### config.mk
export PLATFORM = sky130hd
export DESIGN_NAME = sv32_mmu
export DESIGN_NICKNAME = d
export VERILOG_FILES = /design/src/rtl/sv32_pkg.sv /design/src/rtl/walk_dispatch.sv /design/src/rtl/page_walker.sv /design/src/rtl/pte_read_arbiter.sv /design/src/rtl/result_collect.sv /design/src/rtl/sv32_mmu.sv
export VERILOG_INCLUDE_DIRS = /design/src /design/src/rtl
export SDC_FILE = /design/constraint.sdc
export NUM_CORES = 1
export LEC_CHECK = 0
export CAP_MARGIN = 0
export CORE_MARGIN = 2
export CORE_UTILIZATION = 60
export DETAILED_ROUTE_END_ITERATION = 12
export DONT_BUFFER_PORTS = 1
export GPL_TIMING_DRIVEN = 1
export PLACE_DENSITY = 0.76
export SLEW_MARGIN = 20
export SYNTH_ARGS = -nofsm -noshare
export SYNTH_HDL_FRONTEND = slang
export SYNTH_SLANG_ARGS = --single-unit
export TNS_END_PERCENT = 100
### constraint.sdc
create_clock -name clk -period 17.58 [get_ports clk]
set_clock_uncertainty 0.1 [all_clocks]
set_input_delay 0.879 -clock clk [delete_from_list [all_inputs] [get_ports clk]]
set_output_delay 0.879 -clock clk [all_outputs]
set_load 0.05 [all_outputs]
### src/rtl/sv32_config.svh
`ifndef SV32_CONFIG_SVH
`define SV32_CONFIG_SVH

// number of page walkers, at least 2
`define SV32_NUM_WALKERS 4

// request tag width
`define SV32_TAG_W 4

`endif

### src/rtl/sv32_pkg.sv
`default_nettype none

package sv32_pkg;

    `include "sv32_config.svh"

    localparam int unsigned WALK_IDX_W = $clog2(`SV32_NUM_WALKERS);

    typedef logic [`SV32_NUM_WALKERS-1:0] walk_vec_t;
    typedef logic [WALK_IDX_W-1:0]        walk_idx_t;

    typedef enum logic [1:0] {
        ACC_LOAD  = 2'd0,
        ACC_STORE = 2'd1,
        ACC_FETCH = 2'd2
    } access_kind_e;

    typedef enum logic [1:0] {
        PRIV_U = 2'd0,
        PRIV_S = 2'd1,
        PRIV_M = 2'd3
    } priv_e;

    typedef enum logic [2:0] {
        XF_NONE,
        XF_INVALID,
        XF_PERM,
        XF_PRIV,
        XF_MISALIGNED
    } xlat_fault_e;

    typedef enum logic [2:0] {
        W_IDLE,
        W_READ1,
        W_CHECK1,
        W_READ0,
        W_CHECK0,
        W_DONE
    } walk_state_e;

    // satp bit 31 is the mode, bits 21:0 the root ppn
    typedef struct packed {
        logic [31:0]            vaddr;
        logic [31:0]            satp;
        priv_e                  priv;
        logic                   sum;
        access_kind_e           access;
        logic [`SV32_TAG_W-1:0] tag;
    } xlat_req_t;

    typedef struct packed {
        logic [`SV32_TAG_W-1:0] tag;
        logic [33:0]            paddr;
        xlat_fault_e            fault;
    } xlat_resp_t;

    // sv32 page table entry layout
    typedef struct packed {
        logic [11:0] ppn1;
        logic [9:0]  ppn0;
        logic [1:0]  rsw;
        logic        d;
        logic        a;
        logic        g;
        logic        u;
        logic        x;
        logic        w;
        logic        r;
        logic        v;
    } sv32_pte_t;

    // first requester after last, last itself has lowest priority
    function automatic walk_idx_t rr_pick(walk_vec_t reqs, walk_idx_t last);
        walk_idx_t pick;
        int        idx;
        pick = last;
        for (int k = `SV32_NUM_WALKERS; k >= 1; k--) begin
            idx = (int'(last) + k) % `SV32_NUM_WALKERS;
            if (reqs[idx]) begin
                pick = walk_idx_t'(idx);
            end
        end
        return pick;
    endfunction

endpackage

`default_nettype wire

### src/rtl/walk_dispatch.sv
`default_nettype none

`include "sv32_config.svh"

module walk_dispatch
    import sv32_pkg::*;
(
    input  logic                         clk,
    input  logic                         rst_n,
    input  logic                         flush,
    input  logic                         req_valid,
    input  xlat_req_t                    req,
    input  logic [`SV32_NUM_WALKERS-1:0] free,
    output logic [`SV32_NUM_WALKERS-1:0] start,
    output xlat_req_t                    start_req,
    output logic                         busy
);

    logic [`SV32_NUM_WALKERS-1:0] avail;
    logic [`SV32_NUM_WALKERS-1:0] pick;
    logic [`SV32_NUM_WALKERS-1:0] claimed;

    // a walker being started this cycle still looks free
    assign avail = free & ~start;

    // lowest free walker wins
    always_comb begin
        pick = '0;
        for (int i = `SV32_NUM_WALKERS - 1; i >= 0; i--) begin
            if (avail[i]) begin
                pick    = '0;
                pick[i] = 1'b1;
            end
        end
    end

    assign claimed = req_valid ? pick : '0;

    always_ff @(posedge clk or negedge rst_n) begin
        if (!rst_n) begin
            start <= '0;
            busy  <= 1'b0;
        end else if (flush) begin
            // every walker is idle after a flush
            start <= '0;
            busy  <= 1'b0;
        end else begin
            start <= claimed;
            busy  <= ~|(avail & ~claimed);
        end
    end

    always_ff @(posedge clk) begin
        if (req_valid) begin
            start_req <= req;
        end
    end

    // requester must hold off while busy
    a_no_req_when_busy: assert property (
        @(posedge clk) disable iff (!rst_n)
        req_valid |-> !busy
    );

endmodule

`default_nettype wire

### src/rtl/page_walker.sv
`default_nettype none

module page_walker
    import sv32_pkg::*;
(
    input  logic        clk,
    input  logic        rst_n,
    input  logic        flush,
    input  logic        start,
    input  xlat_req_t   start_req,
    input  logic        rd_done,
    input  logic [31:0] rd_data,
    input  logic        take,
    output logic        free,
    output logic        rd_en,
    output logic [33:0] rd_addr,
    output logic        done,
    output xlat_resp_t  result
);

    walk_state_e state;
    xlat_req_t   req_q;
    sv32_pte_t   pte_q;
    xlat_resp_t  res_q;

    logic        bare;
    logic        leaf_check;
    logic        perm_bad;
    logic        chk_descend;
    xlat_fault_e chk_fault;
    logic [33:0] leaf_paddr;

    // no translation for satp mode 0 or machine mode
    assign bare = !start_req.satp[31] || (start_req.priv == PRIV_M);

    assign free   = (state == W_IDLE);
    assign done   = (state == W_DONE);
    assign rd_en  = (state == W_READ1) || (state == W_READ0);
    assign result = res_q;

    always_comb begin
        if (state == W_READ0) begin
            rd_addr = {pte_q.ppn1, pte_q.ppn0, req_q.vaddr[21:12], 2'b00};
        end else begin
            rd_addr = {req_q.satp[21:0], req_q.vaddr[31:22], 2'b00};
        end
    end

    always_comb begin
        case (req_q.access)
            ACC_FETCH: perm_bad = !pte_q.x;
            ACC_LOAD:  perm_bad = !pte_q.r;
            ACC_STORE: perm_bad = !pte_q.w || !pte_q.d;
            default:   perm_bad = 1'b1;
        endcase
    end

    // pte checks, in priority order
    always_comb begin
        chk_fault   = XF_NONE;
        chk_descend = 1'b0;
        if (!pte_q.v || (!pte_q.r && pte_q.w)) begin
            chk_fault = XF_INVALID;
        end else if (!pte_q.r && !pte_q.w && !pte_q.x) begin
            // pointer to the next level, only legal at level 1
            if (state == W_CHECK1) begin
                chk_descend = 1'b1;
            end else begin
                chk_fault = XF_INVALID;
            end
        end else if ((!pte_q.u && req_q.priv == PRIV_U) ||
                     (pte_q.u && req_q.priv == PRIV_S && !req_q.sum)) begin
            chk_fault = XF_PRIV;
        end else if (perm_bad) begin
            chk_fault = XF_PERM;
        end else if (state == W_CHECK1 && pte_q.ppn0 != 10'd0) begin
            chk_fault = XF_MISALIGNED;
        end
    end

    // superpage keeps vpn0 from the virtual address
    always_comb begin
        if (state == W_CHECK1) begin
            leaf_paddr = {pte_q.ppn1, req_q.vaddr[21:0]};
        end else begin
            leaf_paddr = {pte_q.ppn1, pte_q.ppn0, req_q.vaddr[11:0]};
        end
    end

    assign leaf_check = ((state == W_CHECK1) && !chk_descend) || (state == W_CHECK0);

    always_ff @(posedge clk or negedge rst_n) begin
        if (!rst_n) begin
            state <= W_IDLE;
        end else if (flush) begin
            state <= W_IDLE;
        end else begin
            case (state)
                W_IDLE: begin
                    if (start) begin
                        state <= bare ? W_DONE : W_READ1;
                    end
                end
                W_READ1: begin
                    if (rd_done) begin
                        state <= W_CHECK1;
                    end
                end
                W_CHECK1: begin
                    state <= chk_descend ? W_READ0 : W_DONE;
                end
                W_READ0: begin
                    if (rd_done) begin
                        state <= W_CHECK0;
                    end
                end
                W_CHECK0: begin
                    state <= W_DONE;
                end
                W_DONE: begin
                    // hold the result until the collector has it
                    if (take) begin
                        state <= W_IDLE;
                    end
                end
                default: begin
                    state <= W_IDLE;
                end
            endcase
        end
    end

    always_ff @(posedge clk) begin
        if (free && start) begin
            req_q       <= start_req;
            res_q.tag   <= start_req.tag;
            res_q.paddr <= {2'b00, start_req.vaddr};
            res_q.fault <= XF_NONE;
        end
        if (rd_done) begin
            pte_q <= rd_data;
        end
        if (leaf_check) begin
            res_q.fault <= chk_fault;
            res_q.paddr <= (chk_fault == XF_NONE) ? leaf_paddr : '0;
        end
    end

    a_done_only_when_reading: assert property (
        @(posedge clk) disable iff (!rst_n)
        rd_done |-> (state == W_READ1 || state == W_READ0)
    );

    a_start_only_when_free: assert property (
        @(posedge clk) disable iff (!rst_n)
        start |-> free
    );

endmodule

`default_nettype wire

### src/rtl/pte_read_arbiter.sv
`default_nettype none

`include "sv32_config.svh"

module pte_read_arbiter
    import sv32_pkg::*;
(
    input  logic                               clk,
    input  logic                               rst_n,
    input  logic                               flush,
    input  logic [`SV32_NUM_WALKERS-1:0]       rd_en,
    input  logic [`SV32_NUM_WALKERS-1:0][33:0] rd_addr,
    input  logic                               mem_rd_done,
    input  logic [31:0]                        mem_rd_data,
    output logic [`SV32_NUM_WALKERS-1:0]       rd_done,
    output logic [31:0]                        rd_data,
    output logic                               mem_rd_en,
    output logic [33:0]                        mem_addr
);

    walk_idx_t   gnt_q;
    walk_idx_t   pick;
    logic        busy_q;
    logic        drop_q;
    logic [33:0] addr_q;

    assign pick      = rr_pick(rd_en, gnt_q);
    assign mem_rd_en = busy_q;
    assign mem_addr  = addr_q;
    assign rd_data   = mem_rd_data;

    // a dropped read returns to nobody
    always_comb begin
        rd_done = '0;
        if (busy_q && mem_rd_done && !drop_q) begin
            rd_done[gnt_q] = 1'b1;
        end
    end

    always_ff @(posedge clk or negedge rst_n) begin
        if (!rst_n) begin
            gnt_q  <= '0;
            busy_q <= 1'b0;
            drop_q <= 1'b0;
        end else if (busy_q) begin
            if (mem_rd_done) begin
                busy_q <= 1'b0;
                drop_q <= 1'b0;
            end else if (flush) begin
                // read stays on the bus until the memory answers
                drop_q <= 1'b1;
            end
        end else if (|rd_en && !flush) begin
            busy_q <= 1'b1;
            gnt_q  <= pick;
        end
    end

    always_ff @(posedge clk) begin
        if (!busy_q && |rd_en) begin
            addr_q <= rd_addr[pick];
        end
    end

    // memory answers only a read that is on the bus
    a_done_needs_read: assert property (
        @(posedge clk) disable iff (!rst_n)
        mem_rd_done |-> mem_rd_en
    );

    // granted walker keeps asking unless its read was dropped
    a_grant_held: assert property (
        @(posedge clk) disable iff (!rst_n)
        busy_q && !drop_q && !flush |-> rd_en[gnt_q]
    );

endmodule

`default_nettype wire

### src/rtl/result_collect.sv
`default_nettype none

`include "sv32_config.svh"

module result_collect
    import sv32_pkg::*;
(
    input  logic                                    clk,
    input  logic                                    rst_n,
    input  logic                                    flush,
    input  logic [`SV32_NUM_WALKERS-1:0]            done,
    input  xlat_resp_t [`SV32_NUM_WALKERS-1:0]      result,
    output logic [`SV32_NUM_WALKERS-1:0]            take,
    output logic                                    resp_valid,
    output xlat_resp_t                              resp
);

    walk_idx_t last_q;
    walk_idx_t sel;
    logic      any;

    assign sel = rr_pick(done, last_q);

    // nothing is taken in a flush cycle, walkers go idle instead
    assign any = |done && !flush;

    always_comb begin
        take = '0;
        if (any) begin
            take[sel] = 1'b1;
        end
    end

    always_ff @(posedge clk or negedge rst_n) begin
        if (!rst_n) begin
            last_q     <= '0;
            resp_valid <= 1'b0;
        end else begin
            resp_valid <= any;
            if (any) begin
                last_q <= sel;
            end
        end
    end

    always_ff @(posedge clk) begin
        if (any) begin
            resp <= result[sel];
        end
    end

    // a taken walker leaves its done state
    a_take_releases: assert property (
        @(posedge clk) disable iff (!rst_n)
        (|take) |=> ((done & $past(take)) == '0)
    );

endmodule

`default_nettype wire

### src/rtl/sv32_mmu.sv
`default_nettype none

`include "sv32_config.svh"

module sv32_mmu
    import sv32_pkg::*;
(
    input  logic        clk,
    input  logic        rst_n,
    input  logic        flush,
    input  logic        req_valid,
    input  xlat_req_t   req,
    output logic        busy,
    output logic        resp_valid,
    output xlat_resp_t  resp,
    output logic        mem_rd_en,
    output logic [33:0] mem_addr,
    input  logic        mem_rd_done,
    input  logic [31:0] mem_rd_data
);

    logic [`SV32_NUM_WALKERS-1:0]       wk_start;
    logic [`SV32_NUM_WALKERS-1:0]       wk_free;
    logic [`SV32_NUM_WALKERS-1:0]       wk_rd_en;
    logic [`SV32_NUM_WALKERS-1:0][33:0] wk_rd_addr;
    logic [`SV32_NUM_WALKERS-1:0]       wk_rd_done;
    logic [`SV32_NUM_WALKERS-1:0]       wk_done;
    logic [`SV32_NUM_WALKERS-1:0]       wk_take;
    xlat_resp_t [`SV32_NUM_WALKERS-1:0] wk_result;
    xlat_req_t                          start_req;
    logic [31:0]                        rd_data;

    walk_dispatch i_dispatch (
        .clk       (clk),
        .rst_n     (rst_n),
        .flush     (flush),
        .req_valid (req_valid),
        .req       (req),
        .free      (wk_free),
        .start     (wk_start),
        .start_req (start_req),
        .busy      (busy)
    );

    // one walker per slot, all fed from the same registered request
    for (genvar g = 0; g < `SV32_NUM_WALKERS; g++) begin : g_walker
        page_walker i_walker (
            .clk       (clk),
            .rst_n     (rst_n),
            .flush     (flush),
            .start     (wk_start[g]),
            .start_req (start_req),
            .rd_done   (wk_rd_done[g]),
            .rd_data   (rd_data),
            .take      (wk_take[g]),
            .free      (wk_free[g]),
            .rd_en     (wk_rd_en[g]),
            .rd_addr   (wk_rd_addr[g]),
            .done      (wk_done[g]),
            .result    (wk_result[g])
        );
    end

    pte_read_arbiter i_arbiter (
        .clk         (clk),
        .rst_n       (rst_n),
        .flush       (flush),
        .rd_en       (wk_rd_en),
        .rd_addr     (wk_rd_addr),
        .mem_rd_done (mem_rd_done),
        .mem_rd_data (mem_rd_data),
        .rd_done     (wk_rd_done),
        .rd_data     (rd_data),
        .mem_rd_en   (mem_rd_en),
        .mem_addr    (mem_addr)
    );

    result_collect i_collect (
        .clk        (clk),
        .rst_n      (rst_n),
        .flush      (flush),
        .done       (wk_done),
        .result     (wk_result),
        .take       (wk_take),
        .resp_valid (resp_valid),
        .resp       (resp)
    );

endmodule

`default_nettype wire

# ---- Yosys cells after proc, flatten, opt, wreduce, memory -nomap -nowiden
# Cells that the tools add are included.
dict set report word_totals {
  register_bits 684
  word_cells 454
}
dict set report op_classes {
  add_sub_neg 8
  order_cmp 13
  n_eq_ne 49
  n_mux 143
  bitwise_logic 13
  reduce_logical 143
}
# op count
set ops {}
lappend ops {{34-bit 2-to-1 mux} 9}
lappend ops {{37-bit 2-to-1 mux} 8}
lappend ops {{3-bit 2-to-1 mux} 45}
lappend ops {{22-bit 2-to-1 mux} 4}
lappend ops {{41-bit binary-select mux with 2-bit select} 1}
lappend ops {{3-bit one-hot mux with 6 select lines} 4}
lappend ops {{34-bit binary-select mux with 2-bit select} 1}
lappend ops {{1-bit logical AND} 43}
lappend ops {{41-bit 2-to-1 mux} 1}
lappend ops {{1-bit 2-to-1 mux} 40}
lappend ops {{10-bit nonzero test} 4}
lappend ops {{1-bit zero test} 37}
lappend ops {{3-bit by 2-bit inequality test with 1-bit output (second input constant)} 12}
lappend ops {{3-bit by 4-bit < comparator with 1-bit output (second input constant)} 8}
lappend ops {{4-bit 2-to-1 mux} 8}
lappend ops {{3-bit by 2-bit == test with 1-bit output (second input constant)} 8}
lappend ops {{3-bit == test (second input constant)} 8}
lappend ops {{3-bit zero test} 8}
lappend ops {{1-bit logical OR} 21}
lappend ops {{1-bit binary-select mux with 2-bit select} 8}
lappend ops {{2-bit by 1-bit == test with 1-bit output (second input constant)} 8}
lappend ops {{2-bit zero test} 8}
lappend ops {{2-bit 2-to-1 mux} 8}
lappend ops {{4-bit AND reduction} 4}
lappend ops {{17 further kinds} 63}

# ---- Longest topological paths before layout
# Gate-level depths: netlist of run 1.
dict set report logic_depth {
  ltp_word 18
  depth_mapped 10
  mapped_depth_nobuf 8
}

# ---- Modules after synthesis
# A second synthesis of run 1 with hierarchy kept.
dict set report unflattened {
  hier_cells 1675
  hier_area_um2 28666.2
}
# mod n_inst cells_each area_each_um2 seq_area_each_um2
set modules_own_cells {}
lappend modules_own_cells {page_walker 4 275 5168.7 3918.8}
lappend modules_own_cells {result_collect 1 255 2790.2 1306.3}
lappend modules_own_cells {pte_read_arbiter 1 227 2782.7 1121.1}
lappend modules_own_cells {walk_dispatch 1 93 2418.6 2317.2}

# ---- Worst setup path before layout of run 1
# OpenSTA, ideal clock, no wires.
dict set report synth_timing {
  kind {register -> register}
  startpoint {register g_walker[2].i_walker.state[0]}
  endpoint {register g_walker[2].i_walker.res_q, in the netlist g_walker[2].i_walker.result[0] (enable)}
  t_arrival_ns 8.403
  t_required_ns 17.102
  slack_ns 8.700
  stages_incl_launch_ff 4
  synth_period_minus_slack_ns 8.880
  path_cell_list {dfrtp_1 -> clkbuf_1 -> nor4b_1 -> or2_2}
}
dict set report synth_via {
  elab_chain_len 8
  elab_cells_between_ends 11
  classes_between {2 x eq/ne; 3 x mux; 6 x reduce/logical}
}
# item line_no
set synth_rtl {}
lappend synth_rtl {{start, declared} page_walker.sv:21} ;# walk_state_e state;
lappend synth_rtl {{start signal, assigned} page_walker.sv:101} ;# state <= bare ? W_DONE : W_READ1;
lappend synth_rtl {{start signal, assigned} page_walker.sv:110} ;# state <= chk_descend ? W_READ0 : W_DONE;
lappend synth_rtl {{3-bit by 2-bit == test with 1-bit output} {page_walker.sv:66, page_walker.sv:90}}
lappend synth_rtl {{1-bit 2-to-1 mux} page_walker.sv:66} ;# if (state == W_CHECK1) begin
lappend synth_rtl {{1-bit 2-to-1 mux} page_walker.sv:64} ;# end else if (!pte_q.r && !pte_q.w && !pte_q.x) begin
lappend synth_rtl {{1-bit 2-to-1 mux} page_walker.sv:62} ;# if (!pte_q.v || (!pte_q.r && pte_q.w)) begin
lappend synth_rtl {{1-bit zero test} page_walker.sv:90} ;# assign leaf_check = ((state == W_CHECK1) && !chk_descend) || (state == W_CHECK0);
lappend synth_rtl {{1-bit logical AND} page_walker.sv:90}
lappend synth_rtl {{1-bit logical OR} page_walker.sv:90}
lappend synth_rtl {{2-bit nonzero test (no source line) *} --}
lappend synth_rtl {{end, declared} page_walker.sv:24} ;# xlat_resp_t res_q;
# Every way passes the cells marked *; elsewhere a longest branch is shown, timed or not.
# A chain may end at the register's enable or synchronous reset.

# ---- Final worst setup path of run 1
dict set report layout_timing {
  startpoint {register i_arbiter.gnt_q[0]}
  endpoint {register i_arbiter.addr_q[9] (netlist: i_arbiter.mem_addr[9]) (data pin)}
}
dict set report layout_via {
  elab_chain_len 10
  elab_cells_between_ends 22
  classes_between {4 x add/sub; 18 x mux}
}
# item line_no
set layout_rtl {}
lappend layout_rtl {{start, declared} pte_read_arbiter.sv:21} ;# walk_idx_t gnt_q;
lappend layout_rtl {{start signal, assigned} pte_read_arbiter.sv:55} ;# gnt_q <= pick;
lappend layout_rtl {{2-bit by 1-bit adder with 2-bit output} sv32_pkg.sv:78} ;# idx = (int'(last) + k) % `SV32_NUM_WALKERS;
lappend layout_rtl {{1-bit binary-select mux with 2-bit select} sv32_pkg.sv:79} ;# if (reqs[idx]) begin
lappend layout_rtl {{1-bit 2-to-1 mux (not written as such) (2 in a row)} sv32_pkg.sv:79}
lappend layout_rtl {{2-bit 2-to-1 mux (3 in a row)} sv32_pkg.sv:79}
lappend layout_rtl {{2-bit 2-to-1 mux *} sv32_pkg.sv:79}
lappend layout_rtl {{34-bit binary-select mux with 2-bit select *} pte_read_arbiter.sv:61} ;# addr_q <= rd_addr[pick];
lappend layout_rtl {{34-bit 2-to-1 mux (not written as such) *} pte_read_arbiter.sv:61}
lappend layout_rtl {{end signal, assigned} pte_read_arbiter.sv:61}
lappend layout_rtl {{end, declared} pte_read_arbiter.sv:25} ;# logic [33:0] addr_q;
# Every way passes the cells marked *; elsewhere a longest branch is shown, timed or not. The select of a mux whose other input is x is not followed.

==> impl_metrics.yaml, run 1 <==
floorplanning:
  die_h_microns: 217
  core_sq_um: 45100
  dieArea_sq_um: 47100
  initial_core_util: 0.604
  die_x_microns: 217
  io_pins: 188
  row_count: 78
critical_path:
  crit_slowest_cell: "xnor2_4"
  cpPeakStageDelay_ns: 0.90
  required_ns: 17.83
  crit_family: "buffers and inverters"
  critPathBufInv: 2
  worstSetupPathType: "reg -> reg"
  end_kind: "flop"
  crit_chain: "inv_1 > ha_1 > nor4bb_1 > a31oi_1 > a32oi_4 > xnor2_4 > buf_4 > mux2i_1 > mux2_2"
  cp-start-kind: "flop"
  crit_fanout: 44
  arrival_ns: 4.84
synthesis:
  synth_area_leaders: "edfxtp_1 (72%), mux2i_1 (7.2%), a22o_1 (4.1%)"
  synth_common_cells: "edfxtp_1 (649), mux2i_1 (195), a22o_1 (129), mux2_2 (73), mux4_2 (42)"
  avgSynthCellArea_sq_um: 18.4
  async_flop_share: 0.0357
  yosysTopAreaCellShare: 0.715
  synth_flop_cell: "edfxtp_1"
  syn-instance-count: 1478
  ys_ff_latch: 673
  yosys_warnings: 0
  ys_types: 67
  yosys.area.top_type: "edfxtp_1"
  synth.most_common_cell: "edfxtp_1"
  netlist_area_sq_um: 27300
  synth_edf_count: 649
  ys_seq_area_frac: 0.737
timing:
  finalHoldViolations: 0
  timing.hold.ws_ns: 0.247
  period_share: 0.261
  period_minus_slack_ns: 4.59
  max_slew_margin: 0.219
  rsz0062_at_grt: "false"
  final.setup.tns_ns: 0
  clock.fmax_mhz: 218
  setup_viol: 0
  maxSlewViolCount: 0
  tightest_slew_ns: 1.17
clock_tree:
  clock_latency_ns: 0.61
  cts_buffer_depth: 3
  root_buffer: "clkbuf_16"
  post_cts_buffers: 0
  htree_levels: 3
  cts_tree: "yes"
  postCtsResizedCells: 0
  path_clk_slew_ns: 0.06
  cts_buffers: 68
  cts_sinks: 673
power_and_ir_drop:
  power_mw: 4.99
  max-vdd-ir-drop_mv: 0.120
  p_per_area_nw_per_um2: 166
  cellLeakagePower_nw: 10.9
finish:
  nets: 1618
  post-route-util: 0.665
  drive_gt1_frac: 0.183
  layout.cells.non_filler: 2158
  fill_cells: 2951
  syn2layout_area_growth_pct: 10.1
global_route:
  grt.total_usage: 0.291
  gr-total-overflow: 0
  grt_pass1_vias: 14782
  antenna_found_initial: 1
  grt_max_degree: 68
  grt_pass1_wl_mm: 97.3
placement:
  dpl.hpwl_mm: 37.7
  place_congestion: 0.861
  placedCellCount: 2032
  io_buffers: 0
drt:
  post_drt_wl_per_cell_microns: 31.3
  viasPerCell: 6.67
  first_pass_iters: 5
  route.detailed.drc: 0
  finalWirelength_mm: 67.6
  drtIter0Drc: 1694
  vias: 14385
  ant_nets: 0
outcome:
  outcome: "completed"
worst_hold_path:
  hp-class: "in -> reg"
flow_run:
  maxCapViolCount: 0
## path summary, 6_finish.rpt
| path | start | end | slack [ns] | cells after the start |
|---|---|---|---|---|
| hold reg to reg | i_dispatch.start_req[18] | g_walker[1].i_walker.req_q[18] | 0.40 | 0 |
| hold / removal | flush | g_walker[2].i_walker.state[1] | 0.25 | 1 |
| min in group asynchronous | rst_n | g_walker[2].i_walker.state[1] | 0.65 | 2 |
| setup / recovery | i_arbiter.gnt_q[0] | i_arbiter.mem_addr[9] | 12.99 | 9 |
| setup reg to reg | i_arbiter.gnt_q[0] | i_arbiter.mem_addr[9] | 12.99 | 9 |
| max in group asynchronous | rst_n | g_walker[3].i_walker.state[1] | 16.56 | 2 |
## sequential cells by signal (all words and copies together), names as in the netlist
signal	count
i_arbiter.drop_q	1
i_dispatch.start	4
g_walker.i_walker.result	164
i_arbiter.gnt_q	2
i_arbiter.mem_rd_en	1
i_dispatch.start_req	64
i_collect.last_q	2
g_walker.i_walker.state	12
g_walker.i_walker.req_q	236
i_collect.resp	41
g_walker.i_walker.pte_q	112
i_collect.resp_valid	1
i_dispatch.busy	1
i_arbiter.mem_addr	32
## layer usage
metal / vias up / track usage / part of all wire
met5: - / 0 / 0.00018
met4: 2 / 0.144 / 0.044
met3: 200 / 0.0704 / 0.099
met2: 840 / 0.474 / 0.49
met1: 7325 / 0.370 / 0.37
li1: 6018 / - / -
## cell type report
type | instances | area (sq um) | area share
sequential | 673 | 20100 | 0.670
timing repair buffer | 35 | 278 | 0.00926
antenna | 4 | 10.0 | 0.000334
clock inverter | 40 | 360 | 0.0120
multi-input combinational | 715 | 6690 | 0.223
tap | 600 | 751 | 0.0250
inverter | 11 | 41.3 | 0.00138
clock buffer | 80 | 1790 | 0.0596
## timing repair
item / 4_1_cts / 5_1_grt
hold endpoints to repair: 24 / 0
setup endpoints to repair: 0 / 0
hold buffers: 2 / 0
## through the flow
step | cell area [sq um] | worst slack, ns
5_1_grt | 30000 | 12.86
3_5_place_dp | 27800 | 13.04
2_1_floorplan | 27300 | 8.70
4_1_cts | 30000 | 13.02
3_3_place_gp | 27800 | 13.10
6_report | 30000 | 12.99
## report_power, final
group	total (mW)	leakage [nW]	internal [mW]	switching, mW
Sequential	2.43	6.27	2.14	0.288
Clock	1.40	1.04	0.805	0.597
Combinational	1.16	3.57	0.465	0.691
## cells in the final DEF, fill, tap and decap left out, types with 11 or more instances in the layout
master     netlist  final
edfxtp_1       649    649
o21ai_0         15     15
nor3_1          13     13
buf_4           10     33
mux4_2          42     42
dfrtp_1         24     24
clkinv_1         0     12
a21oi_1         24     23
nor2b_1         16     16
nand2b_1        17     17
mux2i_1        195    195
mux2_2          73     73
clkbuf_16        0     69
and2_1          11     11
nand2_1         22     17
clkinv_2         0     11
a22o_1         129    128
nor2_1          39     39
## cells by family (layout without fill, tap and decap cells)
logic type      after synthesis  after routing  share of synthesized area
fa+ha+maj                     4              4                    0.00184
other cells                   1              6                   0.000138
simple gates                183            183                     0.0394
compound gates              213            213                     0.0623
buf+inv                      91            166                     0.0210
flops                       673            673                      0.737
mux                         311            311                      0.137
xor+xnor                      2              2                    0.00133
Power figures use the tool's default switching activity.
==> inputs of run 2 (changes only) <==
- ABC_AREA: unset -> 1
- clock period: 17.58 -> 4.5 ns (I/O delays scaled with it)
==> impl_metrics.yaml, run 2 <==
critical_path:
  ff2ff_path_depth: 12
  critPathBufInv: 3
  path_depth: 12
  worstSetupPathType: "reg -> reg"
  crit_chain: "inv_2 > ha_1 > inv_1 > nand2_2 > nand2_1 > a21oi_1 > nand2_1 > nand2_2 > buf_4 > nor2_1 > o21ai_0 > nand2_1"
  cpMostUsedCell: "nand2_1"
  cp-start-kind: "flop"
  crit_slowest_cell: "nand2_2"
  end_kind: "flop"
  crit_family: "simple AND/OR/NAND/NOR gates"
  arrival_ns: 3.65
  cpPeakStageDelay_ns: 0.71
  crit_fanout: 34
  required_ns: 4.72
global_route:
  grt_max_degree: 68
  antenna_found_initial: 8
  grt_pass1_vias: 19183
  gr-total-overflow: 0
  grt_pass1_wl_mm: 117
  grt.total_usage: 0.334
placement:
  dpl.hpwl_mm: 48.5
  placed_area_sq_um: 28700
  io_buffers: 0
  place_congestion: 0.972
power_and_ir_drop:
  pwr-share-comb: 0.356
  p_per_area_nw_per_um2: 756
  p_switching_mw: 10.1
  cellLeakagePower_nw: 12.5
  sequentialPowerShare: 0.421
  swShare: 0.418
  p_clk_frac: 0.223
  p_int_mw: 14.0
  max-vdd-ir-drop_mv: 0.541
finish:
  nets: 2652
  largest_reg_flops: 236
  largest-register: "g_walker.i_walker.req_q"
  drive_gt1_frac: 0.0700
  syn2layout_area_growth_pct: 13.9
  final_cell_mix: "edfxtp_1 (649), nand2_1 (612), inv_1 (280), o21ai_0 (263), nor2_1 (162)"
  final_cell_area_sq_um: 31800
  final_common_cell: "edfxtp_1"
clock_tree:
  postCtsResizedCells: 0
  cts_buffers: 68
  cts_buffer_depth: 3
  clock_latency_ns: 0.59
  cts_sinks: 673
  htree_levels: 3
  path_clk_slew_ns: 0.06
  cts_tree: "yes"
  root_buffer: "clkbuf_16"
timing:
  maxSlewViolCount: 0
  final.setup.tns_ns: 0
  max_slew_margin: 0.191
  period_minus_slack_ns: 3.43
  period_share: 0.762
  finalHoldViolations: 0
  setup_viol: 0
  clock.fmax_mhz: 292
  rsz0062_at_grt: "false"
  tightest_slew_ns: 1.21
outcome:
  outcome: "completed"
drt:
  finalWirelength_mm: 79.7
  post_drt_wl_per_cell_microns: 24.9
  first_pass_iters: 6
  viasPerCell: 6.14
  vias: 19623
  ant_nets: 0
  route.detailed.drc: 0
  drtIter0Drc: 2908
synthesis:
  netlist_area_sq_um: 27900
  ys_ff_latch: 673
  synth.most_common_cell: "edfxtp_1"
  ys_types: 37
  yosysTopAreaCellShare: 0.697
  syn-instance-count: 2420
  synth_area_leaders: "edfxtp_1 (70%), nand2_1 (8.2%), o21ai_0 (4.8%)"
  synth_flop_cell: "edfxtp_1"
  yosys_warnings: 0
  synth_edf_count: 649
  synth_common_cells: "edfxtp_1 (649), nand2_1 (613), inv_1 (281), o21ai_0 (267), nor2_1 (167)"
  yosys.area.top_type: "edfxtp_1"
  async_flop_share: 0.0357
  avgSynthCellArea_sq_um: 11.5
  ys_seq_area_frac: 0.719
floorplanning:
  dieArea_sq_um: 48300
  row_count: 79
  die_x_microns: 220
  core_sq_um: 46300
  io_pins: 188
  die_h_microns: 220
  initial_core_util: 0.604
worst_hold_path:
  hp-class: "in -> async"
flow_run:
  maxCapViolCount: 0
run 2: final timing paths:
| check | from | end | slack [ns] |
|---|---|---|---|
| max | i_arbiter.gnt_q[0] | i_arbiter.mem_addr[33] | 1.07 |
| min | rst_n | i_arbiter.drop_q | 0.07 |
| max reg2reg | i_arbiter.gnt_q[0] | i_arbiter.mem_addr[33] | 1.07 |
| min reg2reg | i_dispatch.start_req[15] | g_walker[2].i_walker.req_q[15] | 0.40 |
| max in group asynchronous | rst_n | g_walker[0].i_walker.state[1] | 4.07 |
| min in group clk | req[10] | i_dispatch.start_req[10] | 0.16 |
run 2: what timing repair did:
| item | in CTS | in global routing |
|---|---|---|
| hold endpoints to repair | 279 | 0 |
| buffers inserted | 0 | 0 |
| hold buffers | 101 | 0 |
run 2: metal layers:
metal / part of all wire / track usage / up-vias
met5: 0.00015 / 0 / -
met2: 0.46 / 0.528 / 1490
met1: 0.35 / 0.429 / 9267
li1: - / - / 8550
met4: 0.054 / 0.178 / 2
met3: 0.13 / 0.0834 / 314
run 2: logic make-up after synthesis:
group	synth area share
buf+inv	0.0575
flops	0.719
compound gates	0.0905
fa+ha+maj	0.00179
other cells	0.000134
simple gates	0.131
run 2: power by group through the flow:
stage | combinational (mW) | sequential [mW] | clock (mW)
CTS | 8.32 | 10.1 | 5.41
finish | 8.58 | 10.1 | 5.38
global route | 9.10 | 10.2 | 5.67
floorplan | 5.03 | 10.1 | 0
global placement | 7.91 | 10.2 | 0
detailed placement | 8.15 | 10.2 | 0
run 2: cell type report:
cell class / count / area, sq um
Antenna cell: 3 / 7.51
Clock buffer: 82 / 1780
Clock inverter: 36 / 303
Fill cell: 3123 / 14400
Inverter: 299 / 1120
Multi-Input combinational cell: 1349 / 6340
Sequential cell: 673 / 20100
Tap cell: 607 / 759
Timing Repair Buffer: 147 / 1440
run 2: through the flow:
step	total power, mW	utilization	cells	hold WS, ns	setup slack [ns]
2_1_floorplan	15.1	-	2421	-0.171	0.595
3_3_place_gp	18.1	0.621	2974	-0.170	1.36
3_5_place_dp	18.4	0.621	2974	-0.170	1.25
4_1_cts	23.9	0.688	3193	0.0312	1.21
5_1_grt	25.0	0.688	3194	0.0613	0.958
6_report	24.1	0.688	3196	0.0694	1.07
run 2: worst min-delay path, delay by kind of cell:
family / cells / cell delay (ns)
buffers and inverters: 3 / 0.88
